**src/hw/ntt_gf64_defs.svh**
```systemverilog
// Goldilocks 8-point NTT constants: sizes, operand widths and the prime
`ifndef NTT_GF64_DEFS_SVH
`define NTT_GF64_DEFS_SVH

// --------------------------------------------------
// Transform geometry
// --------------------------------------------------
// Points per vector
`define NTT_N 8
// Radix-2 stage columns, log2 of NTT_N
`define NTT_STG_NB 3

// --------------------------------------------------
// Datapath widths
// --------------------------------------------------
// Canonical coefficient, value in [0, p)
`define NTT_COEF_W 64
// Partially reduced operand, value kept below 2^65
`define NTT_OP_W 66
// Side tag carried next to each vector
`define NTT_TAG_W 8

// --------------------------------------------------
// Field constants
// --------------------------------------------------
// p = 2^64 - 2^32 + 1
`define NTT_PRIME 64'hFFFF_FFFF_0000_0001
// w = 2^24, order 8 since 2^96 = -1 mod p
`define NTT_OMG_LOG 24

`endif

```
**src/hw/ntt_gf64_pkg.sv**
```systemverilog
// Shared packed types for the GF64 forward NTT datapath
`include "ntt_gf64_defs.svh"

`default_nettype none

package ntt_gf64_pkg;

  // --------------------------------------------------
  // Scalars
  // --------------------------------------------------
  // Operand inside the pipeline
  // Congruent to its value mod p, always below 2^65
  typedef logic [`NTT_OP_W-1:0] op_t;

  // Canonical field element, [0, p)
  typedef logic [`NTT_COEF_W-1:0] coef_t;

  // Per-vector side information
  // Travels with the data, never modified
  typedef logic [`NTT_TAG_W-1:0] tag_t;

  // --------------------------------------------------
  // Vectors
  // --------------------------------------------------
  // Datapath between stage columns
  // Lane i is point i of the current ordering
  typedef struct packed {
    op_t [`NTT_N-1:0] lane;
  } op_vec_t;

  // Top-level input and output vector
  // Natural order on both sides
  typedef struct packed {
    coef_t [`NTT_N-1:0] lane;
  } coef_vec_t;

endpackage

`default_nettype wire

```
**src/hw/ntt_gf64_final_reduce.sv**
```systemverilog
// Canonical reduction of eight partially reduced lanes into [0, p), registered
`include "ntt_gf64_defs.svh"

`default_nettype none

module ntt_gf64_final_reduce (
  input  logic                      clk,
  input  logic                      rst,
  input  logic                      in_valid,
  input  ntt_gf64_pkg::op_vec_t     in_data,
  output logic                      out_valid,
  output ntt_gf64_pkg::coef_vec_t   out_data,
  input  ntt_gf64_pkg::tag_t        in_tag,
  output ntt_gf64_pkg::tag_t        out_tag
);

  localparam logic [`NTT_OP_W-1:0] P_OP = {2'b00, `NTT_PRIME};

  ntt_gf64_pkg::op_t      fold_v [`NTT_N];
  ntt_gf64_pkg::coef_vec_t canon;

  // --------------------------------------------------
  // Per-lane reduction
  // --------------------------------------------------
  always_comb begin
    for (int i = 0; i < `NTT_N; i++) begin
      // Bit 64 set: drop 2^64, add 2^32 - 1, same as minus p
      if (in_data.lane[i][`NTT_COEF_W]) begin
        fold_v[i] = in_data.lane[i] - P_OP;
      end else begin
        fold_v[i] = in_data.lane[i];
      end
      // Now below 2p
      if (fold_v[i] >= P_OP) begin
        canon.lane[i] = ntt_gf64_pkg::coef_t'(fold_v[i] - P_OP);
      end else begin
        canon.lane[i] = ntt_gf64_pkg::coef_t'(fold_v[i]);
      end
    end
  end

  always_ff @(posedge clk) begin
    if (rst) begin
      out_valid <= 1'b0;
    end else begin
      out_valid <= in_valid;
    end
  end

  always_ff @(posedge clk) begin
    out_data <= canon;
    out_tag  <= in_tag;
  end

endmodule

`default_nettype wire

```
**config.mk**
```make
export PLATFORM = sky130hd
export DESIGN_NAME = ntt_gf64_final_reduce
export DESIGN_NICKNAME = d
export VERILOG_FILES = /design/src/hw/ntt_gf64_pkg.sv /design/src/hw/ntt_gf64_final_reduce.sv
export VERILOG_INCLUDE_DIRS = /design/src /design/src/hw
export SDC_FILE = /design/constraint.sdc
export NUM_CORES = 2
export LEC_CHECK = 0
export ABC_AREA = 1
export BUFFER_PORTS_ARGS = -buffer_cell sky130_fd_sc_hd__buf_2
export CORE_ASPECT_RATIO = 0.5
export CORE_MARGIN = 1
export CORE_UTILIZATION = 45
export DETAILED_ROUTE_END_ITERATION = 7
export PLACE_DENSITY = 0.67
export SLEW_MARGIN = 20
export SYNTH_ARGS = -nofsm -noshare
export SYNTH_HDL_FRONTEND = slang
export SYNTH_SLANG_ARGS = --single-unit
```
**constraint.sdc**
```tcl
create_clock -name clk -period 4.4 [get_ports clk]
set_input_delay 0.22 -clock clk [delete_from_list [all_inputs] [get_ports clk]]
set_output_delay 0.22 -clock clk [all_outputs]
set_load 0.05 [all_outputs]
```
* Word-level counts from Yosys, hierarchy flattened *
Index checks and enable logic that the tools add are counted.

operators by class
  add/sub/neg operators = 16
  multiplexer cells = 16
  order comparisons = 8

operators with widths
  operator                number
  $ge 66x64->1 const B    8
  $mux 66                 8
  $sub 66x64->66 const B  8
  $mux 64                 8
  $sub 64x64->64 const B  8

word-level totals
  bits in registers = 521
  input port bits = 539
  output and inout bits = 521

* Longest topological paths before layout *
  depth after elaboration = 4
  mapped depth = 24
  mapped depth without buffers = 24

* Least setup slack after synthesis *
Ideal clock, no wire load.

  kind = in2reg
  from = input in_data[394] (netlist name)
  to = register out_data[340] (netlist name)
  library setup time = 0.126 ns
  required time = 4.274 ns
  arrival time = 2.540 ns
  stages on the path = 22
  setup slack = 1.735 ns
  path buffers = 4
  cells stage by stage = buf_4 > inv_2 > buf_6 > nand2_1 > o21ai_0 > inv_1 > ha_1 > inv_1 > nor2_1 > inv_2 > nor2_2 > nand3_1 > nor2_1 > nand3_1 > nand2_2 > inv_2 > nand2_4 > nand3_4 > buf_8 > buf_12 > nand2_1 > o21ai_2

RTL lines
  item                  line                         text
  start, declared       ntt_gf64_final_reduce.sv:10  input ntt_gf64_pkg::op_vec_t in_data,
  end signal, assigned  ntt_gf64_final_reduce.sv:51  out_data <= canon;
  end, declared         ntt_gf64_final_reduce.sv:12  output ntt_gf64_pkg::coef_vec_t out_data,

==> impl_metrics.json <==
{
  "vdd_drop_max_v": 0.0003213,
  "yosys-top-cells-count": "nand2_1 (4,278), nor2_1 (1,774), inv_1 (1,293), nand3_1 (1,093), dfxtp_1 (521)",
  "grt_pass1_vias": 67810,
  "dp.final_hpwl_mm": 228.9,
  "status": "finished clean",
  "synth.top_cell.area_share_pct": 27.07,
  "wl_mm": 273.5,
  "dieArea_um2": 133400,
  "fin_ws_ns": 0.4740,
  "seq_power_share_pct": 33.2,
  "dp_slack_ns": 0.4941,
  "finalSetupTns_ns": 0,
  "end_kind": "register",
  "maxCapViolations": 0,
  "combPwrFrac_pct": 33.5,
  "leakage_nw": 34.52,
  "rsz0062_at_grt": "false",
  "yosys_warnings": 0,
  "cts.sinks": 521,
  "synth-seq-cells": 521,
  "syn_area_per_cell_um2": 5.304,
  "wl_per_cell_um": 19.47,
  "maxSlewViolCount": 0,
  "yosys.area.top_type": "nand2_1",
  "syn_nets": 11750,
  "startpoint_type": "input port",
  "worstHoldPathType": "in2reg",
  "routabilityCongestion": 1.051,
  "dpl_cell_area_um2": 65770,
  "rows": 93,
  "grtUsageTotal_pct": 38.97,
  "yosysMostFrequentCell": "nand2_1",
  "clk_pin_slew_ns": 0.07,
  "synth.cell_area_um2": 59310,
  "setup_viol": 0,
  "clockBufferDepth": 3,
  "clock_tree.root_cell": "clkbuf_16",
  "drtIter0Drc": 7581,
  "design_area_um2": 68260,
  "cts_resized": 0,
  "die_h_um": 258.7,
  "yosysSeqAreaShare_pct": 17.58,
  "critPathRequiredTime_ns": 5.00,
  "yosys-top-cells-area": "nand2_1 (27%), dfxtp_1 (18%), nor2_1 (11%), nand3_1 (9.2%), inv_1 (8.2%)",
  "viasPerCell": 5.398,
  "yosys_most_used_dff": "dfxtp_1",
  "cts_tree": "yes",
  "ys_types": 60,
  "synth_edf_count": 0,
  "antenna_left": 0,
  "fin_cells": 14050,
  "fill_cells": 14410,
  "p_int_mw": 9.408,
  "grt_overflow": 0,
  "relSlewSlack_pct": 27.80,
  "grt_pass1_wl_mm": 401.3,
  "clockPowerShare_pct": 33.3,
  "total_power_mw": 16.17,
  "worst_pin_slew_ns": 1.083,
  "power_switching_mw": 6.764,
  "power_density_nw_per_um2": 236.9,
  "netlist_instances": 11180,
  "antenna_found_initial": 80,
  "path_class": "in2reg",
  "numCtsBuffers": 55,
  "hold_viol": 0,
  "postCtsSetupBuffers": 0,
  "drc_errors": 0,
  "async_flop_share_pct": 0,
  "htree_levels": 2,
  "core_um2": 129700,
  "numPlacedInstances": 13850,
  "cp_max_fo": 64,
  "io_pins": 1060,
  "drive_gt1_share_pct": 14.22,
  "via_count": 75820,
  "area_delta_synth_final_pct": 15.08,
  "arrival_ns": 4.53,
  "utilization_pct": 52.61,
  "fin_crit_sh_pct": 89.23,
  "die_w_um": 515.4,
  "io_buffers": 1059,
  "grt_max_degree": 65,
  "fin_nets": 12750,
  "whs_ns": 0.02875,
  "finalCriticalPeriod_ns": 3.926,
  "max_clock_freq_ghz": 0.2547,
  "dr.pass1.iters": 7,
  "p_sw_share_pct": 41.83,
  "start_util_pct": 45.72
}
[sequential cells by signal, indices dropped and copies added, names as in the netlist]
name	cells
out_data	512
out_tag	8
out_valid	1
[final timing paths]
kind,from,to,slack (ns),cells after the start
worst max-delay path,in_data[132],out_data[163],0.47,21
worst min-delay path,in_data[311],out_data[303],0.03,5
[placed cells by master (no fill, tap or decap), drive strengths merged, types with 24 or more instances in the layout]
| master | synthesis | layout |
|---|---|---|
| buf | 176 | 1122 |
| dlygate4sd3 | 0 | 36 |
| nand3b | 134 | 134 |
| nor2 | 1960 | 1960 |
| nor3 | 189 | 189 |
| xnor2 | 96 | 96 |
| clkbuf | 37 | 76 |
| diode | 0 | 60 |
| nand3 | 1170 | 1170 |
| nand4 | 434 | 434 |
| nand2 | 4394 | 4394 |
| ha | 24 | 24 |
| a21oi | 36 | 36 |
| xor2 | 285 | 285 |
| dfxtp | 521 | 521 |
| o21ai | 284 | 284 |
| inv | 1356 | 1361 |
[metal layers]
metal  track usage, %  routed length, µm  up-vias
met3            6.010              21700      744
met2            62.19             122100     3367
met1            49.20             111400    34520
met4            24.60              18220       20
li1                 -                  -    37170
met5                0                126        -
[cell type report]
| class | count | area, µm² | share of cell area (%) |
|---|---|---|---|
| multi-input cells | 9089 | 42170 | 61.78 |
| diodes | 60 | 150.1 | 0.2200 |
| inverters | 1359 | 5101 | 7.473 |
| well taps | 1757 | 2198 | 3.221 |
| repair buffers | 1158 | 6233 | 9.132 |
| clock buffers | 76 | 1618 | 2.370 |
| clock inverters | 26 | 357.8 | 0.5243 |
| flip-flops and latches | 521 | 10430 | 15.28 |
[power by group through the flow]
stage	clock (mW)	combinational (mW)	sequential [mW]
2_1_floorplan	0	2.13	6.79
3_3_place_gp	0	5.27	5.47
3_5_place_dp	0	5.29	5.46
4_1_cts	5.42	5.32	5.36
5_1_grt	5.60	5.78	5.38
6_report	5.38	5.42	5.37
[worst max-delay path: stages]
cell,delay [ns]
dlygate4sd3_1,0.54
buf_2,0.15
inv_2,0.07
ha_1,0.20
nand3_1,0.10
nor2_2,0.20
nand3_1,0.18
inv_1,0.12
nand2_1,0.07
xor2_1,0.47
nand2_1,0.19
nor2_1,0.24
nand2_1,0.14
nor2_1,0.12
nand2_1,0.07
o21ai_2,0.16
inv_2,0.08
nand2_4,0.08
buf_4,0.82
nand3_2,0.15
nand2_1,0.11
[cell families after synthesis]
family                     synth area share, %
and+or+nand+nor                          61.46
buffers and inverters                    11.44
DFF                                      17.58
xor gates and xnor gates                 5.778
AOI/OAI and AO/OA                        3.227
adders and majority gates               0.5063
[timing repair]
| action | CTS | global route |
|---|---|---|
| hold buffers | 36 | 0 |
| endpoints found under the setup margin | 0 | 0 |
| endpoints found under the hold margin | 34 | 0 |
(Power assumes the default switching activity.)
