--- src/hw/ntt_gf64_defs.svh ---
// Goldilocks 8-point NTT constants: sizes, operand widths and the prime
`ifndef NTT_GF64_DEFS_SVH
`define NTT_GF64_DEFS_SVH

// --------------------------------------------------
// Transform geometry
// --------------------------------------------------
// Points per vector
`define NTT_N 8
// Radix-2 stage columns, log2 of NTT_N
`define NTT_STG_NB 3

// --------------------------------------------------
// Datapath widths
// --------------------------------------------------
// Canonical coefficient, value in [0, p)
`define NTT_COEF_W 64
// Partially reduced operand, value kept below 2^65
`define NTT_OP_W 66
// Side tag carried next to each vector
`define NTT_TAG_W 8

// --------------------------------------------------
// Field constants
// --------------------------------------------------
// p = 2^64 - 2^32 + 1
`define NTT_PRIME 64'hFFFF_FFFF_0000_0001
// w = 2^24, order 8 since 2^96 = -1 mod p
`define NTT_OMG_LOG 24

`endif

--- src/hw/ntt_gf64_pkg.sv ---
// Shared packed types for the GF64 forward NTT datapath
`include "ntt_gf64_defs.svh"

`default_nettype none

package ntt_gf64_pkg;

  // --------------------------------------------------
  // Scalars
  // --------------------------------------------------
  // Operand inside the pipeline
  // Congruent to its value mod p, always below 2^65
  typedef logic [`NTT_OP_W-1:0] op_t;

  // Canonical field element, [0, p)
  typedef logic [`NTT_COEF_W-1:0] coef_t;

  // Per-vector side information
  // Travels with the data, never modified
  typedef logic [`NTT_TAG_W-1:0] tag_t;

  // --------------------------------------------------
  // Vectors
  // --------------------------------------------------
  // Datapath between stage columns
  // Lane i is point i of the current ordering
  typedef struct packed {
    op_t [`NTT_N-1:0] lane;
  } op_vec_t;

  // Top-level input and output vector
  // Natural order on both sides
  typedef struct packed {
    coef_t [`NTT_N-1:0] lane;
  } coef_vec_t;

endpackage

`default_nettype wire

--- src/hw/gf64_shift_reduce.sv ---
// Constant power-of-two multiply mod p with fold back below 2^65, one register stage
`include "ntt_gf64_defs.svh"

`default_nettype none

module gf64_shift_reduce #(
  // Twiddle exponent, 0 to 95
  parameter int SHIFT = 0
) (
  input  logic                clk,
  input  logic                rst,
  input  logic                in_valid,
  input  ntt_gf64_pkg::op_t   in_op,
  output logic                out_valid,
  output ntt_gf64_pkg::op_t   out_op
);

  // --------------------------------------------------
  // Valid pipe
  // --------------------------------------------------
  always_ff @(posedge clk) begin
    if (rst) begin
      out_valid <= 1'b0;
    end else begin
      out_valid <= in_valid;
    end
  end

  // --------------------------------------------------
  // Datapath
  // --------------------------------------------------
  if (SHIFT == 0) begin : g_bypass
    // Twiddle is 1, register only
    always_ff @(posedge clk) begin
      out_op <= in_op;
    end
  end else begin : g_fold
    // Operand below 2^65, shift below 2^96, so product fits 162 bits
    localparam int PROD_W = `NTT_OP_W + 96;
    localparam logic [66:0] TWO_P = {2'b00, `NTT_PRIME, 1'b0};

    logic [PROD_W-1:0] prod;
    logic [66:0]       fold_t;
    logic [66:0]       fold_hi;
    logic [66:0]       fold_r;

    assign prod = {{(PROD_W-`NTT_OP_W){1'b0}}, in_op} << SHIFT;

    // prod = lo + mid*2^64 + hi*2^96
    // 2^64 = 2^32 - 1 and 2^96 = -1 mod p
    always_comb begin
      // lo + mid*(2^32 - 1), below 2^65
      fold_t = {3'b000, prod[63:0]}
             + {3'b000, prod[95:64], 32'h0000_0000}
             - {35'h0, prod[95:64]};
      // hi is below 2^64 for every legal SHIFT
      fold_hi = {1'b0, prod[PROD_W-1:96]};
      // Negative difference lifted by 2p, stays below 2^65
      if (fold_t >= fold_hi) begin
        fold_r = fold_t - fold_hi;
      end else begin
        fold_r = fold_t - fold_hi + TWO_P;
      end
    end

    always_ff @(posedge clk) begin
      out_op <= fold_r[`NTT_OP_W-1:0];
    end
  end

endmodule

`default_nettype wire

--- src/hw/ntt_gf64_butterfly.sv ---
// Radix-2 Cooley-Tukey butterfly over GF64 with power-of-two twiddle, partial reduction
`include "ntt_gf64_defs.svh"

`default_nettype none

module ntt_gf64_butterfly #(
  // Twiddle exponent handed to the shift unit
  parameter int SHIFT = 0
) (
  input  logic                clk,
  input  logic                rst,
  input  logic                in_valid,
  input  ntt_gf64_pkg::op_t   a,
  input  ntt_gf64_pkg::op_t   b,
  output logic                out_valid,
  output ntt_gf64_pkg::op_t   z_add,
  output ntt_gf64_pkg::op_t   z_sub
);

  // Signed 68-bit view covers sum and difference of two 2^65 operands
  localparam logic signed [67:0] P_S     = {4'h0, `NTT_PRIME};
  localparam logic signed [67:0] TWO_P_S = {3'b000, `NTT_PRIME, 1'b0};
  localparam logic signed [67:0] LIM_S   = 68'sh2_0000_0000_0000_0000;

  // Bring v from (-2^65, 2^66) back into [0, 2^65)
  function automatic ntt_gf64_pkg::op_t fold_op(input logic signed [67:0] v);
    logic signed [67:0] r;
    if (v < 0) begin
      r = v + TWO_P_S;
      if (r < 0) begin
        r = r + P_S;
      end
    end else if (v >= LIM_S) begin
      r = v - TWO_P_S;
      if (r >= LIM_S) begin
        r = r - P_S;
      end
    end else begin
      r = v;
    end
    return r[`NTT_OP_W-1:0];
  endfunction

  // --------------------------------------------------
  // Cycle 1: twiddle on b, a delayed alongside
  // --------------------------------------------------
  logic              sh_valid;
  ntt_gf64_pkg::op_t b_sh;
  ntt_gf64_pkg::op_t a_q;

  gf64_shift_reduce #(
    .SHIFT     (SHIFT)
  ) i_shift (
    .clk       (clk),
    .rst       (rst),
    .in_valid  (in_valid),
    .in_op     (b),
    .out_valid (sh_valid),
    .out_op    (b_sh)
  );

  always_ff @(posedge clk) begin
    a_q <= a;
  end

  // --------------------------------------------------
  // Cycle 2: add and subtract
  // --------------------------------------------------
  logic signed [67:0] sum_s;
  logic signed [67:0] diff_s;

  always_comb begin
    sum_s  = $signed({2'b00, a_q}) + $signed({2'b00, b_sh});
    // May go negative, fold_op adds p multiples back
    diff_s = $signed({2'b00, a_q}) - $signed({2'b00, b_sh});
  end

  always_ff @(posedge clk) begin
    if (rst) begin
      out_valid <= 1'b0;
    end else begin
      out_valid <= sh_valid;
    end
  end

  always_ff @(posedge clk) begin
    z_add <= fold_op(sum_s);
    z_sub <= fold_op(diff_s);
  end

endmodule

`default_nettype wire

--- src/hw/ntt_gf64_stage_column.sv ---
// One Rev->Nat NTT stage column: lane pairing, four butterflies, tag delay
`include "ntt_gf64_defs.svh"

`default_nettype none

module ntt_gf64_stage_column #(
  // Stage number, 0 to 2
  parameter int STG_ID = 0
) (
  input  logic                    clk,
  input  logic                    rst,
  input  logic                    in_valid,
  input  ntt_gf64_pkg::op_vec_t   in_data,
  input  ntt_gf64_pkg::tag_t      in_tag,
  output logic                    out_valid,
  output ntt_gf64_pkg::op_vec_t   out_data,
  output ntt_gf64_pkg::tag_t      out_tag
);

  localparam int SPAN  = 1 << STG_ID;
  localparam int BU_NB = `NTT_N / 2;

  // Lower lane of butterfly bi: group base plus offset in group
  function automatic int lane_a_idx(input int bi);
    return (bi / SPAN) * 2 * SPAN + (bi % SPAN);
  endfunction

  // Butterfly feeding lane l
  function automatic int bu_of_lane(input int l);
    return (l / (2 * SPAN)) * SPAN + (l % SPAN);
  endfunction

  // w^(j * 2^(2-s)) with w = 2^24
  function automatic int bu_shift(input int bi);
    return `NTT_OMG_LOG * (bi % SPAN) * (1 << (`NTT_STG_NB - 1 - STG_ID));
  endfunction

  ntt_gf64_pkg::op_t bu_a   [BU_NB];
  ntt_gf64_pkg::op_t bu_b   [BU_NB];
  ntt_gf64_pkg::op_t bu_add [BU_NB];
  ntt_gf64_pkg::op_t bu_sub [BU_NB];

  // --------------------------------------------------
  // Input network
  // --------------------------------------------------
  always_comb begin
    for (int bi = 0; bi < BU_NB; bi++) begin
      bu_a[bi] = in_data.lane[lane_a_idx(bi)];
      bu_b[bi] = in_data.lane[lane_a_idx(bi) + SPAN];
    end
  end

  // --------------------------------------------------
  // Butterflies
  // --------------------------------------------------
  for (genvar gi = 0; gi < BU_NB; gi++) begin : g_bu
    localparam int BU_SHIFT = bu_shift(gi);

    if (gi == 0) begin : g_lead
      // All butterflies run in lockstep, this one drives the column valid
      ntt_gf64_butterfly #(
        .SHIFT     (BU_SHIFT)
      ) i_bu (
        .clk       (clk),
        .rst       (rst),
        .in_valid  (in_valid),
        .a         (bu_a[gi]),
        .b         (bu_b[gi]),
        .out_valid (out_valid),
        .z_add     (bu_add[gi]),
        .z_sub     (bu_sub[gi])
      );
    end else begin : g_rest
      ntt_gf64_butterfly #(
        .SHIFT     (BU_SHIFT)
      ) i_bu (
        .clk       (clk),
        .rst       (rst),
        .in_valid  (in_valid),
        .a         (bu_a[gi]),
        .b         (bu_b[gi]),
        .out_valid (),
        .z_add     (bu_add[gi]),
        .z_sub     (bu_sub[gi])
      );
    end
  end

  // --------------------------------------------------
  // Output network
  // --------------------------------------------------
  // Bit STG_ID of the lane index picks the upper (difference) output
  always_comb begin
    for (int l = 0; l < `NTT_N; l++) begin
      if (((l / SPAN) % 2) == 1) begin
        out_data.lane[l] = bu_sub[bu_of_lane(l)];
      end else begin
        out_data.lane[l] = bu_add[bu_of_lane(l)];
      end
    end
  end

  // Tag follows the two butterfly cycles
  ntt_gf64_pkg::tag_t tag_q;

  always_ff @(posedge clk) begin
    tag_q   <= in_tag;
    out_tag <= tag_q;
  end

endmodule

`default_nettype wire

--- config.mk ---
export PLATFORM = sky130hd
export DESIGN_NAME = ntt_gf64_stage_column
export DESIGN_NICKNAME = d
export VERILOG_FILES = /design/src/hw/ntt_gf64_pkg.sv /design/src/hw/gf64_shift_reduce.sv /design/src/hw/ntt_gf64_butterfly.sv /design/src/hw/ntt_gf64_stage_column.sv
export VERILOG_INCLUDE_DIRS = /design/src /design/src/hw
export SDC_FILE = /design/constraint.sdc
export NUM_CORES = 2
export LEC_CHECK = 0
export ABC_CLOCK_PERIOD_IN_PS = 7650
export BUFFER_PORTS_ARGS = -buffer_cell sky130_fd_sc_hd__buf_2
export CORE_ASPECT_RATIO = 1.4
export CORE_MARGIN = 2
export CORE_UTILIZATION = 25
export DETAILED_ROUTE_END_ITERATION = 10
export GPL_TIMING_DRIVEN = 1
export PLACE_DENSITY = 0.49
export SKIP_LAST_GASP = 1
export SYNTH_ARGS = -nofsm -noshare
export SYNTH_HDL_FRONTEND = slang
export SYNTH_SLANG_ARGS = --single-unit
--- constraint.sdc ---
create_clock -name clk -period 7.65 [get_ports clk]
set_input_delay 0.765 -clock clk [delete_from_list [all_inputs] [get_ports clk]]
set_output_delay 0.765 -clock clk [all_outputs]
set_load 0.03 [all_outputs]
# Word level (Yosys, flattened, before mapping)
# Cells that the tools add are included.
dict set report word_totals {
  ff_bits 1074
  input_bits 539
}
dict set report op_classes {
  add_sub_neg 40
  n_lt_le_gt_ge 32
  mux 32
}
# operator count
set ops {}
lappend ops {{$mux W66} 32}
lappend ops {{$ge A68 B67 Y1 const B} 8}
lappend ops {{$lt A68 B1 Y1 const B} 8}
lappend ops {{$lt A67 B1 Y1 const B} 8}
lappend ops {{$add A66 B65 Y66 const B} 8}
lappend ops {{$sub A66 B65 Y66 const B} 8}
lappend ops {{$add A67 B65 Y68 const B} 4}
lappend ops {{$add A67 B66 Y68 const B} 4}
lappend ops {{$sub A67 B65 Y68 const B} 4}
lappend ops {{$sub A67 B66 Y68 const B} 4}
lappend ops {{$add A66 B66 Y67} 4}
lappend ops {{$ge A67 B66 Y1 const B} 4}
lappend ops {{$ge A67 B67 Y1 const B} 4}
lappend ops {{$sub A66 B66 Y67} 4}

# Longest topological paths before layout
dict set report logic_depth {
  ltp_word 6
  depth_mapped 24
}

# Cells and area by module
# Synthesis repeated with hierarchy kept, for this count alone.
dict set report unflattened {
  cells_unflattened 14981
  area_unflattened_um2 108275.1
}
# mod cells_per_inst instances seq_area_each_um2 area_per_inst_um2
set modules_own_cells {}
lappend modules_own_cells {{ntt_gf64_butterfly (g_bu[0].g_lead.i_bu ...)} 3643 2 3983.8 25316.8}
lappend modules_own_cells {{ntt_gf64_butterfly (g_bu[3].g_rest.i_bu)} 3701 1 3983.8 26265.2}
lappend modules_own_cells {{ntt_gf64_butterfly (g_bu[2].g_rest.i_bu)} 3706 1 3983.8 25635.8}
lappend modules_own_cells {gf64_shift_reduce 68 4 1341.3 1355.0}
lappend modules_own_cells {ntt_gf64_stage_column 16 1 320.3 320.3}

# Least setup slack after synthesis
# No wires, ideal clock.
dict set report synth_path {
  path_kind {register -> register}
  startpoint {register g_bu[3].g_rest.i_bu.i_shift.out_op[16]}
  endpoint {register g_bu[3].g_rest.i_bu.z_sub[64]}
  path_buffers 2
  t_required_ns 7.525
  stages_incl_launch_ff 20
  setup_ns 0.125
  path_slack_ns 1.807
  period_less_slack_ns 5.843
  t_arrival_ns 5.718
  path_cell_list {dfxtp_1 -> inv_1 -> ha_1 -> clkbuf_1 -> nand4_1 -> a2111oi_2 -> a2111oi_0 -> or2_2 -> nor2_1 -> xnor2_4 -> o2111ai_1 -> or4_1 -> buf_2 -> or4_1 -> o21a_1 -> a211oi_1 -> nand3_1 -> or3_1 -> nor4bb_1 -> nor3b_1}
}
dict set report synth_between {
  elab_chain_cells 6
}
# element line_no
set synth_rtl {}
lappend synth_rtl {{start, declared} gf64_shift_reduce.sv:15} ;# output ntt_gf64_pkg::op_t out_op
lappend synth_rtl {{start signal, assigned} gf64_shift_reduce.sv:35} ;# out_op <= in_op;
lappend synth_rtl {{$sub A66 B66 Y67 (*)} ntt_gf64_butterfly.sv:75} ;# diff_s = $signed({2'b00, a_q}) - $signed({2'b00, b_sh});
lappend synth_rtl {{$sub A67 B66 Y68} ntt_gf64_butterfly.sv:34} ;# r = v - TWO_P_S;
lappend synth_rtl {{$sub A66 B65 Y66 or $ge A68 B67 Y1 (tied branches)} {ntt_gf64_butterfly.sv:36, ntt_gf64_butterfly.sv:35}}
lappend synth_rtl {{$mux W66} ntt_gf64_butterfly.sv:35} ;# if (r >= LIM_S) begin
lappend synth_rtl {{$mux W66} ntt_gf64_butterfly.sv:33} ;# end else if (v >= LIM_S) begin
lappend synth_rtl {{$mux W66 (*)} ntt_gf64_butterfly.sv:28} ;# if (v < 0) begin
lappend synth_rtl {{end signal, assigned} ntt_gf64_butterfly.sv:88} ;# z_sub <= fold_op(diff_s);
lappend synth_rtl {{end, declared} ntt_gf64_butterfly.sv:17} ;# output ntt_gf64_pkg::op_t z_sub
# Mark *: on every way between the ends. The rest lies on a longest branch, timed or not.
# A chain may end at the register's enable or synchronous reset.

# Worst setup path in the final report
dict set report layout_path {
  startpoint {register g_bu[0].g_lead.i_bu.i_shift.out_op[10]}
  endpoint {register g_bu[0].g_lead.i_bu.z_sub[64]}
}
dict set report layout_between {
  elab_chain_cells 6
}
# element line_no
set layout_rtl {}
lappend layout_rtl {{start, declared} gf64_shift_reduce.sv:15}
lappend layout_rtl {{start signal, assigned} gf64_shift_reduce.sv:35}
lappend layout_rtl {{$sub A66 B66 Y67 (*)} ntt_gf64_butterfly.sv:75}
lappend layout_rtl {{$sub A67 B66 Y68} ntt_gf64_butterfly.sv:34}
lappend layout_rtl {{$sub A66 B65 Y66 or $ge A68 B67 Y1 (tied branches)} {ntt_gf64_butterfly.sv:36, ntt_gf64_butterfly.sv:35}}
lappend layout_rtl {{$mux W66} ntt_gf64_butterfly.sv:35}
lappend layout_rtl {{$mux W66} ntt_gf64_butterfly.sv:33}
lappend layout_rtl {{$mux W66 (*)} ntt_gf64_butterfly.sv:28}
lappend layout_rtl {{end signal, assigned} ntt_gf64_butterfly.sv:88}
lappend layout_rtl {{end, declared} ntt_gf64_butterfly.sv:17}
# Marks and branches as above.

==> results.py <==
metrics = {
    "synth": {
        "synth_edf_count": 0,
        "synth_common_cells": "nand2_1, nor2_1, a21oi_1, dfxtp_1, xnor2_1",
        "synth.most_common_cell": "nand2_1",
        "synth_seq_cells": 1074,
        "ys_types": 119,
        "synth_top_area_cell": "dfxtp_1",
        "netlist_instances": 14400,
        "synth_warnings": 0,
        "synth_ff_type": "dfxtp_1",
        "yosysSeqAreaShare": 0.205,
        "ys_top_cells_by_area": "dfxtp_1, xnor2_1, ha_1",
        "synth_top_cell_area_share": 0.205,
        "syn_nets": 15600,
        "avgSynthCellArea_um2": 7.25,
        "synthesis.area_um2": 105000,
        "synthArstFlopShare": 0,
    },
    "sta": {
        "max_freq_ghz": 0.137,
        "slew_violations": 0,
        "hold_ws_ns": 0.0667,
        "fin_worst_skew_ns": 0.0677,
        "period_share": 0.956,
        "rsz0062_at_grt": "false",
        "finalHoldViolCount": 0,
        "setup_viol": 0,
        "tightest_slew_ns": 1.20,
        "tns_ns": 0,
        "min_period_ns": 7.32,
        "relSlewSlack": 0.187,
    },
    "power": {
        "peakVddDrop_mv": 0.213,
        "p_total_mw": 28.4,
        "p_per_area_nw_per_um2": 218,
        "p_leak_nw": 50.1,
    },
    "worst_setup_path": {
        "path_cells": "inv_1 > ha_1 > buf_4 > and3_1 > a32o_1 > nor2_1 > a21boi_1 > o21ai_1 > a31oi_1 > xnor2_1 > or4b_1 > buf_4 > or4b_2 > nor4_1 > xnor2_1 > nand2_1 > nor4_1 > buf_4 > a21oi_1 > xnor2_1 > o21ai_0",
        "cp_top_family": "simple AND/OR/NAND/NOR gates",
        "crit_path_end_kind": "flip-flop",
        "cpPeakStageDelay_ns": 0.76,
        "critPathRequiredTime_ns": 8.35,
        "rrSetupSlack_ns": 0.33,
        "worst-path-buf-inv": 4,
        "cp_slowest_cell": "or4b_2",
        "cp_max_fo": 14,
        "crit_type": "reg2reg",
        "startpoint_type": "flip-flop",
        "crit_arrival_ns": 8.02,
    },
    "detailed_routing": {
        "drc": 0,
        "ant_nets": 0,
        "routed_wl_um": 611000,
        "initialDrtViolationCount": 12000,
        "via_per_inst": 5.70,
        "via_count": 125000,
        "firstDrtPassIters": 8,
        "wl_per_cell_um": 27.8,
    },
    "status": {
        "status": "complete, no violations",
    },
    "global_route": {
        "grt-busiest-layer": "met2",
        "grt_max_degree": 48,
        "grt_util_met3": 0.0397,
        "antenna_found_initial": 92,
        "grt_overflow": 0,
        "use_met1": 0.323,
        "grt_pass1_vias": 120000,
        "grt_pass1_wl_um": 855000,
        "grt_usage": 0.273,
        "grt_use_met2": 0.470,
    },
    "floorplan": {
        "die_area_um2": 424000,
        "die_width_um": 551,
        "chipHeight_um": 770,
        "io_pins": 1076,
        "row_count": 281,
        "core_um2": 418000,
        "initial_core_util": 0.251,
    },
    "cells_and_area": {
        "drive_above_1_share": 0.150,
        "final_cell_area_um2": 130000,
        "final_util": 0.312,
        "nets": 17400,
        "area_delta_synth_final_pct": 24.7,
    },
    "placement": {
        "dpl-instance-area_um2": 121000,
        "gp_congestion": 1.01,
        "dpl.hpwl_um": 508000,
        "io_buffers": 1075,
    },
    "clock_network": {
        "tritoncts": "built",
        "clock_latency_ns": 0.90,
        "clock_path_buffers": 4,
        "path_clk_slew_ns": 0.06,
        "cts_buffers": 139,
        "cts.htree.levels": 4,
        "post-cts-setup-buffers": 0,
        "cts.sinks": 1074,
        "cts_root_buf": "clkbuf_16",
    },
    "hold_path": {
        "hp-class": "in2reg",
    },
    "job": {
        "max_cap_viol_count": 0,
    },
}
-- per-layer routing --
metal | part of all wire | up-vias
met5 | 0.00049 | -
met4 | 0.064 | 46
met3 | 0.063 | 1259
met2 | 0.48 | 5498
met1 | 0.40 | 60600
li1 | - | 57900
-- placed cells by master (no fill, tap or decap), types with 219 or more instances in the layout --
cell type and n:
xor2_1 232, nand2_1 1193, nand3_1 593, nor4_1 438, nor3_1 611, inv_1 643, xnor2_1 874, nand4_1 401
ha_1 574, o31ai_1 237, buf_2 1075, nor2_1 1181, dfxtp_1 1074, dlygate4sd3_1 486, a21oi_1 1106, a21o_1 219
o21ai_0 762, buf_4 788
-- cell type report --
cell class / instances / area (um2)
Clock buffer: 173 / 3850
Tap cell: 5518 / 6900
Antenna cell: 43 / 108
Fill cell: 45700 / 287000
Multi-Input combinational cell: 12100 / 78400
Timing Repair Buffer: 2359 / 16400
Inverter: 664 / 2490
Clock inverter: 70 / 876
Sequential cell: 1074 / 21500
-- sequential cells by signal, summed over array words and instances (netlist names) --
signal	count
g_bu.g_rest.i_bu.a_q	198
g_bu.g_rest.i_bu.i_shift.out_op	198
g_bu.g_rest.i_bu.z_add	198
g_bu.g_rest.i_bu.z_sub	198
g_bu.g_lead.i_bu.a_q	66
g_bu.g_lead.i_bu.i_shift.out_op	66
g_bu.g_lead.i_bu.z_add	66
g_bu.g_lead.i_bu.z_sub	66
out_tag	8
tag_q	8
g_bu.g_lead.i_bu.i_shift.out_valid	1
g_bu.g_lead.i_bu.out_valid	1
-- where the power goes --
part           switching [mW]  internal (mW)  total (mW)
clock                    3.07           4.06        7.13
sequential              0.829           6.51        7.34
combinational            9.67           4.27        13.9
-- cell families (layout without fill, tap and decap cells) --
kind of cell	Yosys count	after routing	synth area share
AO/OA/AOI/OAI	4298	4298	0.275
XOR/XNOR	1112	1112	0.0935
adder cells (fa/ha/maj)	584	584	0.0703
buffers and inverters	1302	3266	0.0477
flip-flops	1074	1074	0.205
multiplexers	91	91	0.00901
other	0	43	0
AND/OR/NAND/NOR	5983	5983	0.299
-- path summary, 6_finish.rpt --
check,startpoint,endpoint,depth (start not counted)
max,g_bu[0].g_lead.i_bu.i_shift.out_op[10],g_bu[0].g_lead.i_bu.z_sub[64],21
min,in_data[305],g_bu[2].g_rest.i_bu.a_q[41],1
max reg2reg,g_bu[0].g_lead.i_bu.i_shift.out_op[10],g_bu[0].g_lead.i_bu.z_sub[64],21
min reg2reg,tag_q[5],out_tag[5],0
-- per-stage QoR --
step	setup slack, ns	instances
floorplan	1.81	14400
finish	0.333	22000
global placement	0.442	21200
CTS	0.311	21900
detailed placement	0.309	21200
global route	0.00838	21900
-- repair_timing --
action | in CTS | in global routing
hold buffers | 486 | 0
gates resized for setup | 0 | 7
setup endpoints to repair | 0 | 18
hold endpoints to repair | 487 | 0
-- worst reg2reg max path, cell delays in order (launching register included) --
cell and delay, ns:
dfxtp_1 0.34, inv_1 0.05, ha_1 0.40, buf_4 0.24, and3_1 0.26, a32o_1 0.31
nor2_1 0.21, a21boi_1 0.51, o21ai_1 0.35, a31oi_1 0.66, xnor2_1 0.25, or4b_1 0.61
buf_4 0.21, or4b_2 0.77, nor4_1 0.48, xnor2_1 0.25, nand2_1 0.17, nor4_1 0.53
buf_4 0.21, a21oi_1 0.07, xnor2_1 0.18, o21ai_0 0.09
(Power assumes the default switching activity.)
